===== config.mk =====
export PLATFORM = sky130hd
export DESIGN_NAME = fetch_stage
export DESIGN_NICKNAME = d
export VERILOG_FILES = /design/src/source/fetch_pkg.sv /design/src/source/fetch_ctrl.sv /design/src/source/pc_gen.sv /design/src/source/ifid_reg.sv /design/src/source/jal_predecode.sv /design/src/source/fetch_stage.sv
export SDC_FILE = /design/constraint.sdc
export NUM_CORES = 1
export LEC_CHECK = 0
export BUFFER_PORTS_ARGS = -buffer_cell sky130_fd_sc_hd__clkbuf_2
export CORE_MARGIN = 2
export CORE_UTILIZATION = 42
export DETAILED_ROUTE_END_ITERATION = 10
export PLACE_DENSITY = 0.74
export SETUP_SLACK_MARGIN = 0.02
export SYNTH_ARGS = -nofsm -noshare
export SYNTH_HDL_FRONTEND = slang
export SYNTH_SLANG_ARGS = --single-unit

===== constraint.sdc =====
create_clock -name clk -period 7.8 [get_ports clk]
set_input_delay 0.78 -clock clk [delete_from_list [all_inputs] [get_ports clk]]
set_output_delay 0.78 -clock clk [all_outputs]
set_load 0.02 [all_outputs]

===== src/source/fetch_pkg.sv =====
// ####################
// shared types and constants for the instruction fetch front end
// import into a module body, use scoped names in port lists
// ####################

package fetch_pkg;

    // basic widths
    localparam int xlen_w    = 32;
    localparam int reg_idx_w = 5;
    localparam int opcode_w  = 7;

    // instruction field positions (RV32I base formats)
    localparam int opcode_lsb = 0;
    localparam int rs1_lsb    = 15;
    localparam int rs2_lsb    = 20;

    typedef logic [xlen_w-1:0]    xlen_t;    // address or instruction word
    typedef logic [reg_idx_w-1:0] reg_idx_t; // x0..x31

    localparam xlen_t nop_instr   = 32'h0000_0013; // addi x0,x0,0
    localparam xlen_t instr_bytes = 32'd4;         // fixed 32-bit encoding

    // major opcodes seen by the front end
    typedef enum logic [opcode_w-1:0] {
        op_jal    = 7'b110_1111,
        op_jalr   = 7'b110_0111,
        op_branch = 7'b110_0011,
        op_load   = 7'b000_0011,
        op_other  = 7'b001_0011
    } opcode_e;

    // next pc source
    typedef enum logic [1:0] {
        sel_seq   = 2'd0, // iaddr + 4
        sel_hold  = 2'd1,
        sel_early = 2'd2, // jal seen in if/id
        sel_late  = 2'd3  // redirect from execute
    } pc_sel_e;

    // what the if/id register does on the next edge
    typedef enum logic [1:0] {
        ifid_load   = 2'd0,
        ifid_hold   = 2'd1,
        ifid_bubble = 2'd2
    } ifid_op_e;

    typedef struct packed {
        pc_sel_e  pc_sel;
        ifid_op_e ifid_op;
    } fetch_ctrl_t;

    typedef struct packed {
        xlen_t instr;
        xlen_t pc;
        xlen_t pc_plus4;
    } ifid_t;

endpackage


===== src/source/fetch_ctrl.sv =====
// ####################
// fetch control, combinational
// picks advance, hold, redirect or squash for pc_gen and ifid_reg
// ####################

`timescale 1ns/10ps

module fetch_ctrl (
    input  logic                  early_hit,     // jal sitting in if/id
    input  logic                  late_redirect, // taken branch or jalr in execute
    input  logic                  iready_n,      // low when idata is valid
    input  logic                  ex_load,
    input  fetch_pkg::reg_idx_t   ex_rd,
    input  fetch_pkg::reg_idx_t   rs1,
    input  fetch_pkg::reg_idx_t   rs2,
    output fetch_pkg::fetch_ctrl_t ctrl
);

    import fetch_pkg::*;

    logic rd_nonzero;
    logic rd_match;
    logic load_use;

    // load-use hazard against the instruction in if/id
    assign rd_nonzero = (ex_rd != '0);     // x0 never creates a dependency
    assign rd_match   = (ex_rd == rs1) || (ex_rd == rs2);
    assign load_use   = ex_load && rd_nonzero && rd_match;

    // priority encoder, first match wins
    always_comb begin
        ctrl.pc_sel  = sel_seq;
        ctrl.ifid_op = ifid_load;

        if (late_redirect) begin
            // wrong path in if/id and at iaddr, throw it away
            ctrl.pc_sel  = sel_late;
            ctrl.ifid_op = ifid_bubble;
        end else if (load_use) begin
            // freeze the front end, word at iaddr is fetched again
            ctrl.pc_sel  = sel_hold;
            ctrl.ifid_op = ifid_hold;
        end else if (early_hit) begin
            ctrl.pc_sel  = sel_early;
            ctrl.ifid_op = ifid_bubble; // squash fall-through
        end else if (iready_n) begin
            // memory not ready
            ctrl.pc_sel  = sel_hold;
            ctrl.ifid_op = ifid_bubble;
        end else begin
            ctrl.pc_sel  = sel_seq;
            ctrl.ifid_op = ifid_load;
        end
    end

endmodule


===== src/source/pc_gen.sv =====
// ####################
// program counter and next fetch address
// drives iaddr to instruction memory, also gives iaddr + 4 to if/id
// ####################

`timescale 1ns/10ps

module pc_gen #(
    parameter fetch_pkg::xlen_t reset_pc = 32'h0001_0000
) (
    input  logic                   clk,
    input  logic                   rst,
    input  fetch_pkg::fetch_ctrl_t ctrl,
    input  fetch_pkg::xlen_t       early_target, // from jal predecode
    input  fetch_pkg::xlen_t       late_target,  // from execute
    output fetch_pkg::xlen_t       iaddr,
    output fetch_pkg::xlen_t       iaddr_plus4
);

    import fetch_pkg::*;

    xlen_t pc_q;
    xlen_t pc_d;
    xlen_t pc_inc;

    // single adder, shared with the if/id pc_plus4 field
    assign pc_inc = pc_q + instr_bytes;

    // next address select
    always_comb begin
        case (ctrl.pc_sel)
            sel_seq: begin
                pc_d = pc_inc;
            end
            sel_hold: begin
                pc_d = pc_q; // stall or memory wait
            end
            sel_early: begin
                pc_d = early_target;
            end
            sel_late: begin
                pc_d = late_target;
            end
            default: begin
                pc_d = pc_q;
            end
        endcase
    end

    // pc register
    always_ff @(posedge clk or negedge rst) begin
        if (!rst) begin
            pc_q <= reset_pc;
        end else begin
            pc_q <= pc_d;
        end
    end

    // memory answers in the same cycle
    assign iaddr       = pc_q;
    assign iaddr_plus4 = pc_inc;

endmodule


===== src/source/ifid_reg.sv =====
// ####################
// IF/ID pipeline register
// loads the fetched word with its pc, holds, or inserts a nop bubble
// ####################

`timescale 1ns/10ps

module ifid_reg #(
    parameter fetch_pkg::xlen_t reset_pc = 32'h0001_0000
) (
    input  logic                   clk,
    input  logic                   rst,
    input  fetch_pkg::fetch_ctrl_t ctrl,
    input  fetch_pkg::xlen_t       idata,       // word returned for iaddr
    input  fetch_pkg::xlen_t       iaddr,
    input  fetch_pkg::xlen_t       iaddr_plus4,
    output fetch_pkg::ifid_t       ifid
);

    import fetch_pkg::*;

    ifid_t fetched;
    ifid_t bubble;

    assign fetched = '{instr: idata, pc: iaddr, pc_plus4: iaddr_plus4};

    // bubble keeps the current address so pc tracking stays sane downstream
    assign bubble = '{instr: nop_instr, pc: iaddr, pc_plus4: iaddr_plus4};

    always_ff @(posedge clk or negedge rst) begin
        if (!rst) begin
            ifid.instr    <= nop_instr;
            ifid.pc       <= reset_pc;
            ifid.pc_plus4 <= reset_pc + instr_bytes;
        end else begin
            case (ctrl.ifid_op)
                ifid_load: begin
                    ifid <= fetched;
                end
                ifid_bubble: begin
                    ifid <= bubble;
                end
                default: begin
                    ifid <= ifid; // load-use hold
                end
            endcase
        end
    end

endmodule


===== src/source/jal_predecode.sv =====
// ####################
// early decode of the word in IF/ID
// flags JAL and builds its target, slices rs1/rs2 for the hazard check
// ####################

`timescale 1ns/10ps

module jal_predecode (
    input  fetch_pkg::ifid_t     ifid,
    output logic                 early_hit,
    output fetch_pkg::xlen_t     early_target,
    output fetch_pkg::reg_idx_t  rs1,
    output fetch_pkg::reg_idx_t  rs2
);

    import fetch_pkg::*;

    logic [opcode_w-1:0] opcode;
    xlen_t               instr;
    xlen_t               j_imm;

    assign instr  = ifid.instr;
    assign opcode = instr[opcode_lsb +: opcode_w];

    // only jal has its target known here, jalr waits for execute
    assign early_hit = (opcode == op_jal);

    // J-type immediate, bit 0 always zero
    assign j_imm = {
        {12{instr[31]}}, // sign
        instr[19:12],
        instr[20],
        instr[30:21],
        1'b0
    };

    assign early_target = ifid.pc + j_imm;

    // source fields, meaningless for jal but harmless to compare
    assign rs1 = instr[rs1_lsb +: reg_idx_w];
    assign rs2 = instr[rs2_lsb +: reg_idx_w];

endmodule


===== src/source/fetch_stage.sv =====
// ####################
// instruction fetch front end, top level
// connect iaddr/idata to the instruction memory and ifid to decode
// late_redirect and ex_load/ex_rd come from the execute stage
// ####################

`timescale 1ns/10ps

module fetch_stage #(
    parameter fetch_pkg::xlen_t reset_pc = 32'h0001_0000
) (
    input  logic                clk,
    input  logic                rst,

    // instruction memory
    input  fetch_pkg::xlen_t    idata,
    input  logic                iready_n,    // active low, data valid
    output fetch_pkg::xlen_t    iaddr,

    // execute stage
    input  logic                late_redirect,
    input  fetch_pkg::xlen_t    late_target,
    input  logic                ex_load,     // load in execute
    input  fetch_pkg::reg_idx_t ex_rd,

    // decode
    output fetch_pkg::ifid_t    ifid,
    output fetch_pkg::reg_idx_t rs1_early,
    output fetch_pkg::reg_idx_t rs2_early
);

    import fetch_pkg::*;

    fetch_ctrl_t ctrl;
    xlen_t       iaddr_plus4;
    logic        early_hit;
    xlen_t       early_target;

    fetch_ctrl u_fetch_ctrl (
        .early_hit     (early_hit),
        .late_redirect (late_redirect),
        .iready_n      (iready_n),
        .ex_load       (ex_load),
        .ex_rd         (ex_rd),
        .rs1           (rs1_early),
        .rs2           (rs2_early),
        .ctrl          (ctrl)
    );

    pc_gen #(
        .reset_pc (reset_pc)
    ) u_pc_gen (
        .clk          (clk),
        .rst          (rst),
        .ctrl         (ctrl),
        .early_target (early_target),
        .late_target  (late_target),
        .iaddr        (iaddr),
        .iaddr_plus4  (iaddr_plus4)
    );

    // captures what memory returned for the current iaddr
    ifid_reg #(
        .reset_pc (reset_pc)
    ) u_ifid_reg (
        .clk         (clk),
        .rst         (rst),
        .ctrl        (ctrl),
        .idata       (idata),
        .iaddr       (iaddr),
        .iaddr_plus4 (iaddr_plus4),
        .ifid        (ifid)
    );

    jal_predecode u_jal_predecode (
        .ifid         (ifid),
        .early_hit    (early_hit),
        .early_target (early_target),
        .rs1          (rs1_early),
        .rs2          (rs2_early)
    );

endmodule


Word-level counts from Yosys, hierarchy flattened --
Cells that the tools add are included.
Storage, ports and cells: bits in registers 128, input bits 74, logic and storage cells 26
Cells by class: mux-type cells 6, add/sub/neg operators 2, eq/ne operators 7, reductions and logical operators 7
Operators by type and width (number):
- $pmux W96 S2 | 1
- $pmux W32 S3 | 1
- $add A32 B3 Y32 const B | 1
- $add A32 B32 Y32 | 1
- $mux W4 | 3
- $eq A5 B5 Y1 | 2
- $eq A7 B7 Y1 const B | 1
- $eq A2 B2 Y1 const B | 3
- $reduce_bool A5 Y1 | 1
- $logic_not A2 Y1 | 2
- $mux W3 | 1
- $eq A2 B1 Y1 const B | 1
- $logic_and A1 B1 Y1 | 2
- $reduce_bool A2 Y1 | 1
- $logic_or A1 B1 Y1 | 1

Logic depth before layout (Yosys ltp) --
Gate-level depths: netlist of the first run.
word-level depth 7, depth in mapped cells 9, mapped depth without buffers 9

Cells and area by module --
From an unflattened synthesis of the first run, not the netlist that was laid out.
Second synthesis, totals: cell total of the unflattened synthesis 847, area, all modules 8391.8 um2
By module, submodules not included:
- ifid_reg | sequential area each 2409.8 um2, instances 1, cells an instance 213, area an instance 3568.4 um2
- pc_gen | sequential area each 802.0 um2, instances 1, cells an instance 316, area an instance 2661.3 um2
- jal_predecode | sequential area each 0.0 um2, instances 1, cells an instance 291, area an instance 1981.9 um2
- fetch_ctrl | sequential area each 0.0 um2, instances 1, cells an instance 27, area an instance 180.2 um2

Least setup slack after synthesis of the first run --
No wires, ideal clock.
path kind flip-flop to flip-flop, start point register, netlist name u_ifid_reg.ifid[85], end point register u_pc_gen.pc_q[23] (netlist: u_pc_gen.iaddr[23]), setup time 0.123 ns, slack 5.148 ns, stages on the path, launching flop included 10, buffers on the path 0, arrival 2.529 ns, path through dfrtp_1 > ha_1 > fa_1 > a211oi_1 > o211a_1 > o221ai_2 > o211a_1 > or3_1 > a21oi_1 > o21ai_1
On the way: cells in the longest elaborated chain, start to end 7, elaborated cells on any way between the ends 11
Ends and longest elaborated chain:
- branches (longest 7 deep; another with $add A32 B32 Y32)
- end signal, assigned | RTL line pc_gen.sv:53 | pc_q <= reset_pc;
- end signal, assigned | RTL line pc_gen.sv:55 | pc_q <= pc_d;
- end, declared | RTL line pc_gen.sv:22 | xlen_t pc_q;
Parallel ways; which one is timed is not known. A chain may end at the register's enable or synchronous reset.

Worst setup path after layout of the first run --
start point input port late_redirect, end point register u_pc_gen.pc_q[5] (netlist: u_pc_gen.iaddr[5])
On the way: cells in the longest elaborated chain, start to end 3, elaborated cells on any way between the ends 6
Ends and longest elaborated chain:
- start, declared | RTL line fetch_stage.sv:21 | input logic late_redirect,
- $mux W4 * | RTL line fetch_ctrl.sv:35 | if (late_redirect) begin
- $eq A2 B2 Y1 / $logic_not A2 Y1 (equally long branches) | RTL line pc_gen.sv:31 | case (ctrl.pc_sel)
- $pmux W32 S3 | RTL line pc_gen.sv:31
Mark *: on every way between the ends. The rest lies on a longest branch, timed or not.

==> impl_metrics.env, run 1 <==
export IMPL_synth_top_cell_area_share=0.378
export IMPL_critical_path_class="in -> reg"
export IMPL_drc=0
export IMPL_largest_reg_flops=94
export IMPL_critical_path_depth=9
export IMPL_mostFrequentLayoutCell="clkbuf_2"
export IMPL_rsz0062_at_grt="false"
export IMPL_mostFrequentLayoutCells="clkbuf_2, nand2_1, dfrtp_1, o21ai_0, a21oi_1"
export IMPL_grt_max_degree=77
export IMPL_cts_root_buf="clkbuf_16"
export IMPL_cpLargestDelayFamily="buffers and inverters"
export IMPL_core_area_um2=18600
export IMPL_area_growth_syn_to_layout_pct=20.7
export IMPL_antenna_left=0
export IMPL_synth_nets=984
export IMPL_first_pass_iters=5
export IMPL_antenna_found_initial=0
export IMPL_num_io_pins=212
export IMPL_track_usage=0.255
export IMPL_ctsHtreeMaxLevel=4
export IMPL_cp_end_kind="flip-flop"
export IMPL_cts_buffers_inserted=17
export IMPL_max_stage_delay_ns=0.66
export IMPL_outcome="complete, no violations"
export IMPL_fp_row_count=50
export IMPL_yosysSeqAreaShare=0.401
export IMPL_overflow=0
export IMPL_drtIter0Drc=781
export IMPL_ys_warn_count=0
export IMPL_peakVddDrop_uv=179
export IMPL_clkLatencyLatePin_ns=0.42
export IMPL_arrival_ns=3.78
export IMPL_fin_setup_tns_ns=0
export IMPL_cts_tree="done"
export IMPL_worst_pin_slew_ns=1.12
export IMPL_cp_max_fo=37
export IMPL_min_period_ns=3.49
export IMPL_drive_gt1_frac=0.268
export IMPL_nets=1160
export IMPL_ys_flop_type="dfrtp_1"
export IMPL_viasPerCell=5.79
export IMPL_r2r_cells=8
export IMPL_synth_enable_flop_cells=0
export IMPL_routed_wl_um=25200
export IMPL_critPathRequiredTime_ns=8.10
export IMPL_post_cts_setup_buffers=0
export IMPL_cts_sinks=126
export IMPL_syn_area_um2=7880
export IMPL_reg2reg_from="u_ifid_reg.ifid[95]"
export IMPL_finalSetupViolCount=0
export IMPL_hold_slack_ns=0.367
export IMPL_worstSetupStartpoint="late_redirect"
export IMPL_avgSynthCellArea_um2=8.97
export IMPL_start_kind="input port"
export IMPL_hold_class="in -> async"
export IMPL_via_count=7532
export IMPL_final_seq_area_um2=3160
export IMPL_place_port_buffers=211
export IMPL_leakagePower_uw=0.00461
export IMPL_nFillCells=1770
export IMPL_clk_path_buf_depth=2
export IMPL_cts_hold_buffers=0
export IMPL_die_x_um=141
export IMPL_drv_slew=0
export IMPL_r2r_end="u_pc_gen.iaddr[30]"
export IMPL_synth_largest_area_cell="dfrtp_1"
export IMPL_antennaDiodeCount=0
export IMPL_post_synth_num_cell_types=80
export IMPL_crit_path_cell_trace="clkbuf_2 -> buf_4 -> clkinv_1 -> o21a_1 -> o211a_1 -> buf_4 -> a21o_1 -> a222oi_1 -> o31ai_1"
export IMPL_gp_congestion=0.972
export IMPL_hold_viol=0
export IMPL_cts_clk_slew_worst_paths_ns=0.06
export IMPL_async_reset_ff_frac=1.00
export IMPL_p_per_area_nw_per_um2=225
export IMPL_start_util=0.424
export IMPL_slew_headroom=0.255
export IMPL_wire_per_inst_um=19.4
export IMPL_dp_hpwl_um=18900
export IMPL_synth_cells=878
export IMPL_skew_ns=0.00965
export IMPL_die_area_um2=19900
export IMPL_timing_final_crit_share=0.447
export IMPL_multi_input_area_um2=4320
export IMPL_max_cap_violations=0
export IMPL_synth_seq_cells=126
export IMPL_die_y_um=141
export IMPL_reg2reg_slack_ns=4.68
export IMPL_path_buf_inv=4
export IMPL_ctsResizeCount=0
export IMPL_slowest_stage="clkinv_1"
export IMPL_grt_pass1_wl_um=39200
export IMPL_synthTopCellsByArea="dfrtp_1, nand2_1, ha_1"
export IMPL_fmax_mhz=287
export IMPL_grt_pass1_vias=6942
export IMPL_cpMostUsedCell="buf_4"
## layer usage
layer / track usage / vias up / share of wire
met5: 0 / - / 0
met4: 0.0974 / 0 / 0.030
met2: 0.378 / 375 / 0.44
met3: 0.0601 / 46 / 0.083
met1: 0.362 / 3581 / 0.45
li1: - / 3530 / -
## worst max path at each step
stage	endpoint	slack (ns)
6_report	u_pc_gen.iaddr[5]	4.31
4_1_cts	u_pc_gen.iaddr[5]	4.43
3_5_place_dp	u_pc_gen.iaddr[5]	3.99
3_3_place_gp	u_pc_gen.iaddr[5]	4.08
5_1_grt	u_pc_gen.iaddr[5]	4.17
2_1_floorplan	u_pc_gen.iaddr[23]	5.15
## synthesized netlist by cell type, drive strengths merged, types with 9 or more instances
| master | count |
|---|---|
| nand2 | 151 |
| dfrtp | 119 |
| o21ai | 69 |
| a21oi | 56 |
| nor2 | 50 |
| buf | 38 |
| xnor2 | 32 |
| ha | 31 |
| a22o | 30 |
| nand3 | 26 |
| xor2 | 24 |
| clkbuf | 23 |
| a21o | 20 |
| inv | 19 |
| nor3 | 16 |
| a211oi | 12 |
| and3 | 12 |
| nand4 | 11 |
| o211ai | 10 |
| and2 | 9 |
| o21a | 9 |
## worst reg2reg max path, cell delays in order, from the launching register on
cell	delay [ns]
dfrtp_1	0.70
ha_1	0.43
a21o_1	0.22
a21o_1	0.18
a21oi_1	0.21
nor3b_1	0.30
o311ai_0	0.33
a2111oi_0	0.50
a311oi_1	0.09
## layout make-up
| class | count | area share |
|---|---|---|
| clock buffers | 20 | 0.0481 |
| clock inverters | 12 | 0.00922 |
| inverters | 20 | 0.00790 |
| multi-input cells | 671 | 0.454 |
| flip-flops and latches | 126 | 0.333 |
| well taps | 234 | 0.0308 |
| repair buffers | 218 | 0.117 |
## metrics by stage
stage          cell area [um^2]  worst slack (ns)   util  cells  total power, uW
5_1_grt                    9500              4.17  0.511   1301             2240
3_3_place_gp               8960              4.08  0.482   1269             1400
4_1_cts                    9500              4.43  0.511   1301             2150
6_report                   9500              4.31  0.511   1301             2140
3_5_place_dp               8960              3.99  0.482   1269             1410
2_1_floorplan              7880              5.15      -    878             1190
## where the power goes
group / internal (uW) / switching (uW) / total (uW) / leakage (uW)
Combinational: 206 / 372 / 578 / 0.00283
Clock: 423 / 311 / 734 / 0.000255
Sequential: 731 / 96.2 / 827 / 0.00152
Total: 1360 / 779 / 2140 / 0.00461
## cells by family after synthesis
kind of cell / Yosys count / share of synthesized area
and+or+nand+nor: 299 / 0.180
AOI/OAI and AO/OA: 277 / 0.243
DFF: 126 / 0.401
buffers and inverters: 81 / 0.0513
xor gates and xnor gates: 56 / 0.0623
adders and majority gates: 32 / 0.0518
muxes: 7 / 0.00937
(Power assumes the default switching activity.)
==> run 2: changes to the inputs <==
==> constraint.sdc (replaced) <==
create_clock -name clk -period 3.3 [get_ports clk]
set_input_delay 0.33 -clock clk [delete_from_list [all_inputs] [get_ports clk]]
set_output_delay 0.33 -clock clk [all_outputs]
set_load 0.02 [all_outputs]
==> run 2 against run 1 <==
Non-clock buffer count grew 11. First-iteration DRC count shrank 16%. Utilization grew 0.90 points. Critical path depth is the same. Setup slack lost 3.9 ns. Largest power group unchanged. Clock power grew to 2.6 times the previous value. Global-route usage grew 0.41 points. Critical path type is now reg -> reg. Largest cell class unchanged. Sequential share of layout area shrank 0.57 points.
==> impl_metrics.env, run 2 (synthesis results as in run 1) <==
export IMPL_outcome="complete, no violations"
export IMPL_cts_sinks=126
export IMPL_grt_pass1_vias=7006
export IMPL_use_met3=0.0520
export IMPL_skew_ns=0.0101
export IMPL_num_io_pins=212
export IMPL_finalSetupViolCount=0
export IMPL_dp_cells=1280
export IMPL_nets=1171
export IMPL_die_x_um=141
export IMPL_wire_per_inst_um=19.7
export IMPL_post_route_util=0.520
export IMPL_rsz0062_at_grt="false"
export IMPL_drive_gt1_frac=0.272
export IMPL_arrival_ns=3.18
export IMPL_internal_power_uw=3490
export IMPL_leakagePower_uw=0.00471
export IMPL_slew_headroom=0.410
export IMPL_ctsHtreeMaxLevel=4
export IMPL_worstSetupStartpoint="u_ifid_reg.ifid[85]"
export IMPL_gp_congestion=0.946
export IMPL_antenna_left=0
export IMPL_core_area_um2=18600
export IMPL_dp_hpwl_um=19700
export IMPL_place_port_buffers=211
export IMPL_busiest_layer="met2"
export IMPL_hold_viol=0
export IMPL_pwr_share_comb=0.263
export IMPL_viasPerCell=5.77
export IMPL_drv_slew=0
export IMPL_met1_usage=0.373
export IMPL_largest_reg_flops=94
export IMPL_power_uw=5270
export IMPL_cp_max_fo=5
export IMPL_mostFrequentLayoutCell="clkbuf_2"
export IMPL_reg2reg_from="u_ifid_reg.ifid[85]"
export IMPL_grt_max_degree=81
export IMPL_via_count=7559
export IMPL_cp_end_kind="flip-flop"
export IMPL_fin_cells=1311
export IMPL_overflow=0
export IMPL_start_util=0.424
export IMPL_first_pass_iters=5
export IMPL_cts_tree="done"
export IMPL_fp_row_count=50
export IMPL_start_kind="flip-flop"
export IMPL_grt_pass1_wl_um=39800
export IMPL_cts_hold_buffers=0
export IMPL_p_per_area_nw_per_um2=546
export IMPL_fin_setup_tns_ns=0
export IMPL_track_usage=0.259
export IMPL_critPathRequiredTime_ns=3.60
export IMPL_switching_share=0.339
export IMPL_reg2reg_slack_ns=0.42
export IMPL_min_period_ns=2.88
export IMPL_post_cts_setup_buffers=0
export IMPL_critical_path_class="reg -> reg"
export IMPL_timing_final_crit_share=0.874
export IMPL_mostFrequentLayoutCells="clkbuf_2, nand2_1, dfrtp_1, o21ai_0, a21oi_1"
export IMPL_clk_path_buf_depth=2
export IMPL_drtIter0Drc=658
export IMPL_worst_pin_slew_ns=0.884
export IMPL_area_growth_syn_to_layout_pct=22.8
export IMPL_ctsResizeCount=0
export IMPL_fmax_mhz=347
export IMPL_antenna_found_initial=0
export IMPL_routed_wl_um=25800
export IMPL_max_cap_violations=0
export IMPL_cts_root_buf="clkbuf_16"
export IMPL_peakVddDrop_uv=358
export IMPL_hold_class="in -> async"
export IMPL_die_area_um2=19900
export IMPL_cts_clk_slew_worst_paths_ns=0.06
export IMPL_clkLatencyLatePin_ns=0.42
export IMPL_antennaDiodeCount=0
export IMPL_drc=0
export IMPL_grt_use_met2=0.387
export IMPL_power_share_clock=0.367
export IMPL_p_sw_uw=1790
export IMPL_die_y_um=141
export IMPL_p_seq_frac=0.370
export IMPL_cts_buffers_inserted=17
==> run 2: cell count changes in the layout (fill, tap and decap cells not counted), sizes merged <==
| cell | delta |
|---|---|
| buf | +11 |
| clkbuf | +5 |
| clkinvlp | -4 |
| clkinv | -3 |
| bufinv | +3 |
| inv | -2 |
==> run 2: final timing paths <==
path                                       end  cells past startpoint
min in group clk             u_pc_gen.iaddr[0]                      3
setup reg to reg            u_pc_gen.iaddr[23]                      9
max in group asynchronous   u_pc_gen.iaddr[18]                      2
setup / recovery            u_pc_gen.iaddr[23]                      9
hold / removal             u_ifid_reg.ifid[52]                      1
hold reg to reg            u_ifid_reg.ifid[48]                      2
==> run 2: power groups by stage <==
stage	sequential, uW	clock (uW)	combinational [uW]
2_1_floorplan	2120	0	692
3_3_place_gp	1960	0	1370
3_5_place_dp	1970	0	1370
4_1_cts	1950	1960	1380
5_1_grt	1980	2030	1500
6_report	1950	1940	1390
==> run 2: final cells by class <==
cell class,instances,area [um^2]
Clock inverter,6,108
Timing Repair Buffer,229,1220
Inverter,20,75.1
Fill cell,1716,8910
Clock buffer,25,495
Multi-Input combinational cell,671,4320
Tap cell,234,293
Sequential cell,126,3160
==> run 2: worst max-delay path, cell delays in order, from the launching register on <==
cell and delay [ns]:
dfrtp_1 0.44, ha_1 0.25, fa_1 0.46, a211oi_1 0.30
o211a_1 0.24, o221ai_2 0.18, o211a_1 0.29, or3_1 0.35
a21oi_1 0.17, o21ai_1 0.07
==> run 2: per-stage QoR <==
step / cell area (um^2) / hold slack (ns) / setup slack, ns
after detailed placement: 9060 / 0.459 / 0.463
final: 9670 / 0.0271 / 0.416
after global placement: 9060 / 0.455 / 0.557
after global routing: 9670 / 0.0872 / 0.227
after floorplan: 7880 / 0.0344 / 0.648
after CTS: 9670 / 0.0592 / 0.432
==> run 2: routing by layer <==
metal	wire [um]	part of all wire	vias to the layer above
met4	713	0.028	0
met2	11300	0.44	367
met3	1940	0.075	45
li1	-	-	3539
met1	11900	0.46	3608
met5	0	0	-
==> run 3: changes to the inputs <==
--- a/config.mk
+++ b/config.mk
@@ -6,10 +6,13 @@
 export NUM_CORES = 1
 export LEC_CHECK = 0
 export BUFFER_PORTS_ARGS = -buffer_cell sky130_fd_sc_hd__clkbuf_2
+export CELL_PAD_IN_SITES_DETAIL_PLACEMENT = 1
+export CELL_PAD_IN_SITES_GLOBAL_PLACEMENT = 1
 export CORE_MARGIN = 2
-export CORE_UTILIZATION = 42
+export CORE_UTILIZATION = 41
+export CTS_BUF_LIST = sky130_fd_sc_hd__clkbuf_2
 export DETAILED_ROUTE_END_ITERATION = 10
-export PLACE_DENSITY = 0.74
+export PLACE_DENSITY = 0.91
 export SETUP_SLACK_MARGIN = 0.02
 export SYNTH_ARGS = -nofsm -noshare
 export SYNTH_HDL_FRONTEND = slang
==> run 3 against run 2 <==
Utilization is 1.2 points higher. Via count grew 9.5%. Non-clock buffer count grew 63. Global-route usage rose by 5.4 points. Setup slack got worse by 0.13 ns. Largest cell class unchanged. Design area rose by 3.4%. Clock-buffer cell count down 7. Sequential cell count stayed put. Maximum frequency decreased by 4.3%. Highest routed layer unchanged. Wire length grew 23%. Critical path depth unchanged. Largest power group unchanged. First-iteration DRC count is 7.8% higher.
==> impl_metrics.env, run 3 (synthesis results as in run 1) <==
export IMPL_outcome="complete, no violations"
export IMPL_cp_end_kind="flip-flop"
export IMPL_wire_per_inst_um=23.0
export IMPL_antenna_found_initial=4
export IMPL_grt_max_degree=59
export IMPL_cts_buffers_inserted=17
export IMPL_rsz0062_at_grt="false"
export IMPL_die_area_um2=20300
export IMPL_drv_slew=0
export IMPL_fin_cells=1379
export IMPL_ctsHtreeMaxLevel=4
export IMPL_clkLatencyLatePin_ns=0.80
export IMPL_finalSetupViolCount=0
export IMPL_start_kind="flip-flop"
export IMPL_die_y_um=143
export IMPL_dp_hpwl_um=22400
export IMPL_post_route_util=0.533
export IMPL_leakagePower_uw=0.00485
export IMPL_hold_class="in -> reg"
export IMPL_cts_root_buf="clkbuf_2"
export IMPL_start_util=0.420
export IMPL_cts_tree="done"
export IMPL_max_cap_violations=0
export IMPL_gp_congestion=0.929
export IMPL_drc=0
export IMPL_fin_setup_tns_ns=0
export IMPL_largest_reg_flops=94
export IMPL_die_x_um=143
export IMPL_cp_max_fo=5
export IMPL_slew_headroom=0.444
export IMPL_grt_pass1_wl_um=48700
export IMPL_via_count=8276
export IMPL_critical_path_class="reg -> reg"
export IMPL_nets=1234
export IMPL_mostFrequentLayoutCells="clkbuf_2, nand2_1, dfrtp_1, dlygate4sd3_1, o21ai_0"
export IMPL_post_cts_setup_buffers=0
export IMPL_cts_clk_slew_worst_paths_ns=0.24
export IMPL_power_uw=4730
export IMPL_multi_input_area_um2=4320
export IMPL_area_growth_syn_to_layout_pct=26.9
export IMPL_p_per_area_nw_per_um2=473
export IMPL_overflow=0
export IMPL_peakVddDrop_uv=205
export IMPL_fmax_mhz=332
export IMPL_mostFrequentLayoutCell="clkbuf_2"
export IMPL_fp_row_count=50
export IMPL_routed_wl_um=31700
export IMPL_first_pass_iters=6
export IMPL_dp_cells=1279
export IMPL_skew_ns=0.0547
export IMPL_drtIter0Drc=709
export IMPL_viasPerCell=6.00
export IMPL_num_io_pins=212
export IMPL_core_area_um2=18800
export IMPL_hold_viol=0
export IMPL_nFillCells=2249
export IMPL_grt_pass1_vias=8657
export IMPL_critPathRequiredTime_ns=4.01
export IMPL_worst_pin_slew_ns=0.834
export IMPL_arrival_ns=3.72
export IMPL_clk_path_buf_depth=2
export IMPL_place_port_buffers=211
export IMPL_reg2reg_slack_ns=0.29
export IMPL_cts_sinks=126
export IMPL_track_usage=0.313
export IMPL_drive_gt1_frac=0.261
export IMPL_hold_slack_ns=0.0953
export IMPL_timing_final_crit_share=0.913
export IMPL_final_seq_area_um2=3160
export IMPL_min_period_ns=3.01
export IMPL_antenna_left=0
run 3: cell types whose count changed in the layout (fill, tap and decap cells not counted), moves of 4 or more:
| cell | change |
|---|---|
| dlygate4sd3_1 | +64 |
| clkbuf_2 | +18 |
| clkbuf_16 | -17 |
| inv_6 | +6 |
| clkbuf_1 | -4 |
| clkbuf_8 | -4 |
| diode_2 | +4 |
run 3: path summary, 6_finish.rpt:
| path | from | end | cells past startpoint |
|---|---|---|---|
| worst max-delay path | u_ifid_reg.ifid[85] | u_pc_gen.iaddr[27] | 9 |
| worst min-delay path | late_target[29] | u_pc_gen.iaddr[29] | 4 |
| worst max register to register | u_ifid_reg.ifid[85] | u_pc_gen.iaddr[27] | 9 |
| worst min register to register | u_ifid_reg.ifid[48] | u_ifid_reg.ifid[48] | 2 |
| max in group asynchronous | rst | u_ifid_reg.ifid[16] | 3 |
| min in group asynchronous | rst | u_ifid_reg.ifid[60] | 2 |
run 3: critical path, stage by stage (launching register included):
cell and delay, ns:
dfrtp_1 0.51, ha_1 0.25, fa_1 0.42, a211oi_1 0.31, o211a_1 0.24, o221ai_2 0.17
o211ai_2 0.27, a21oi_1 0.10, mux2_1 0.37, a211oi_2 0.30
run 3: where the power goes:
part / internal (uW) / total [uW] / switching (uW)
registers: 1730 / 1960 / 239
clock network: 523 / 1240 / 722
logic: 546 / 1520 / 977
total: 2790 / 4730 / 1940
run 3: metrics by stage:
step	worst slack, ns	cell area [um^2]
after floorplan	0.648	7880
after global placement	0.468	9040
after detailed placement	0.340	9040
after CTS	0.274	9980
after global routing	0.0962	9990
final	0.286	10000
run 3: what timing repair did:
item / in CTS / in global routing
endpoints found under the hold margin: 117 / 0
setup endpoints to repair: 0 / 1
hold buffers: 64 / 0
resized for setup: 0 / 1
run 3: layout make-up:
cell class	instances	area share
Multi-Input combinational cell	671	0.432
Sequential cell	126	0.316
Timing Repair Buffer	292	0.184
Tap cell	234	0.0293
Clock inverter	14	0.0205
Clock buffer	18	0.00901
Inverter	20	0.00751
Antenna cell	4	0.00100
run 3: routing by layer:
metal	up-vias	routed length [um]	track usage
li1	3672	-	-
met1	4027	13000	0.403
met2	478	14500	0.490
met3	99	2850	0.0811
met4	0	1280	0.153
met5	-	0	0
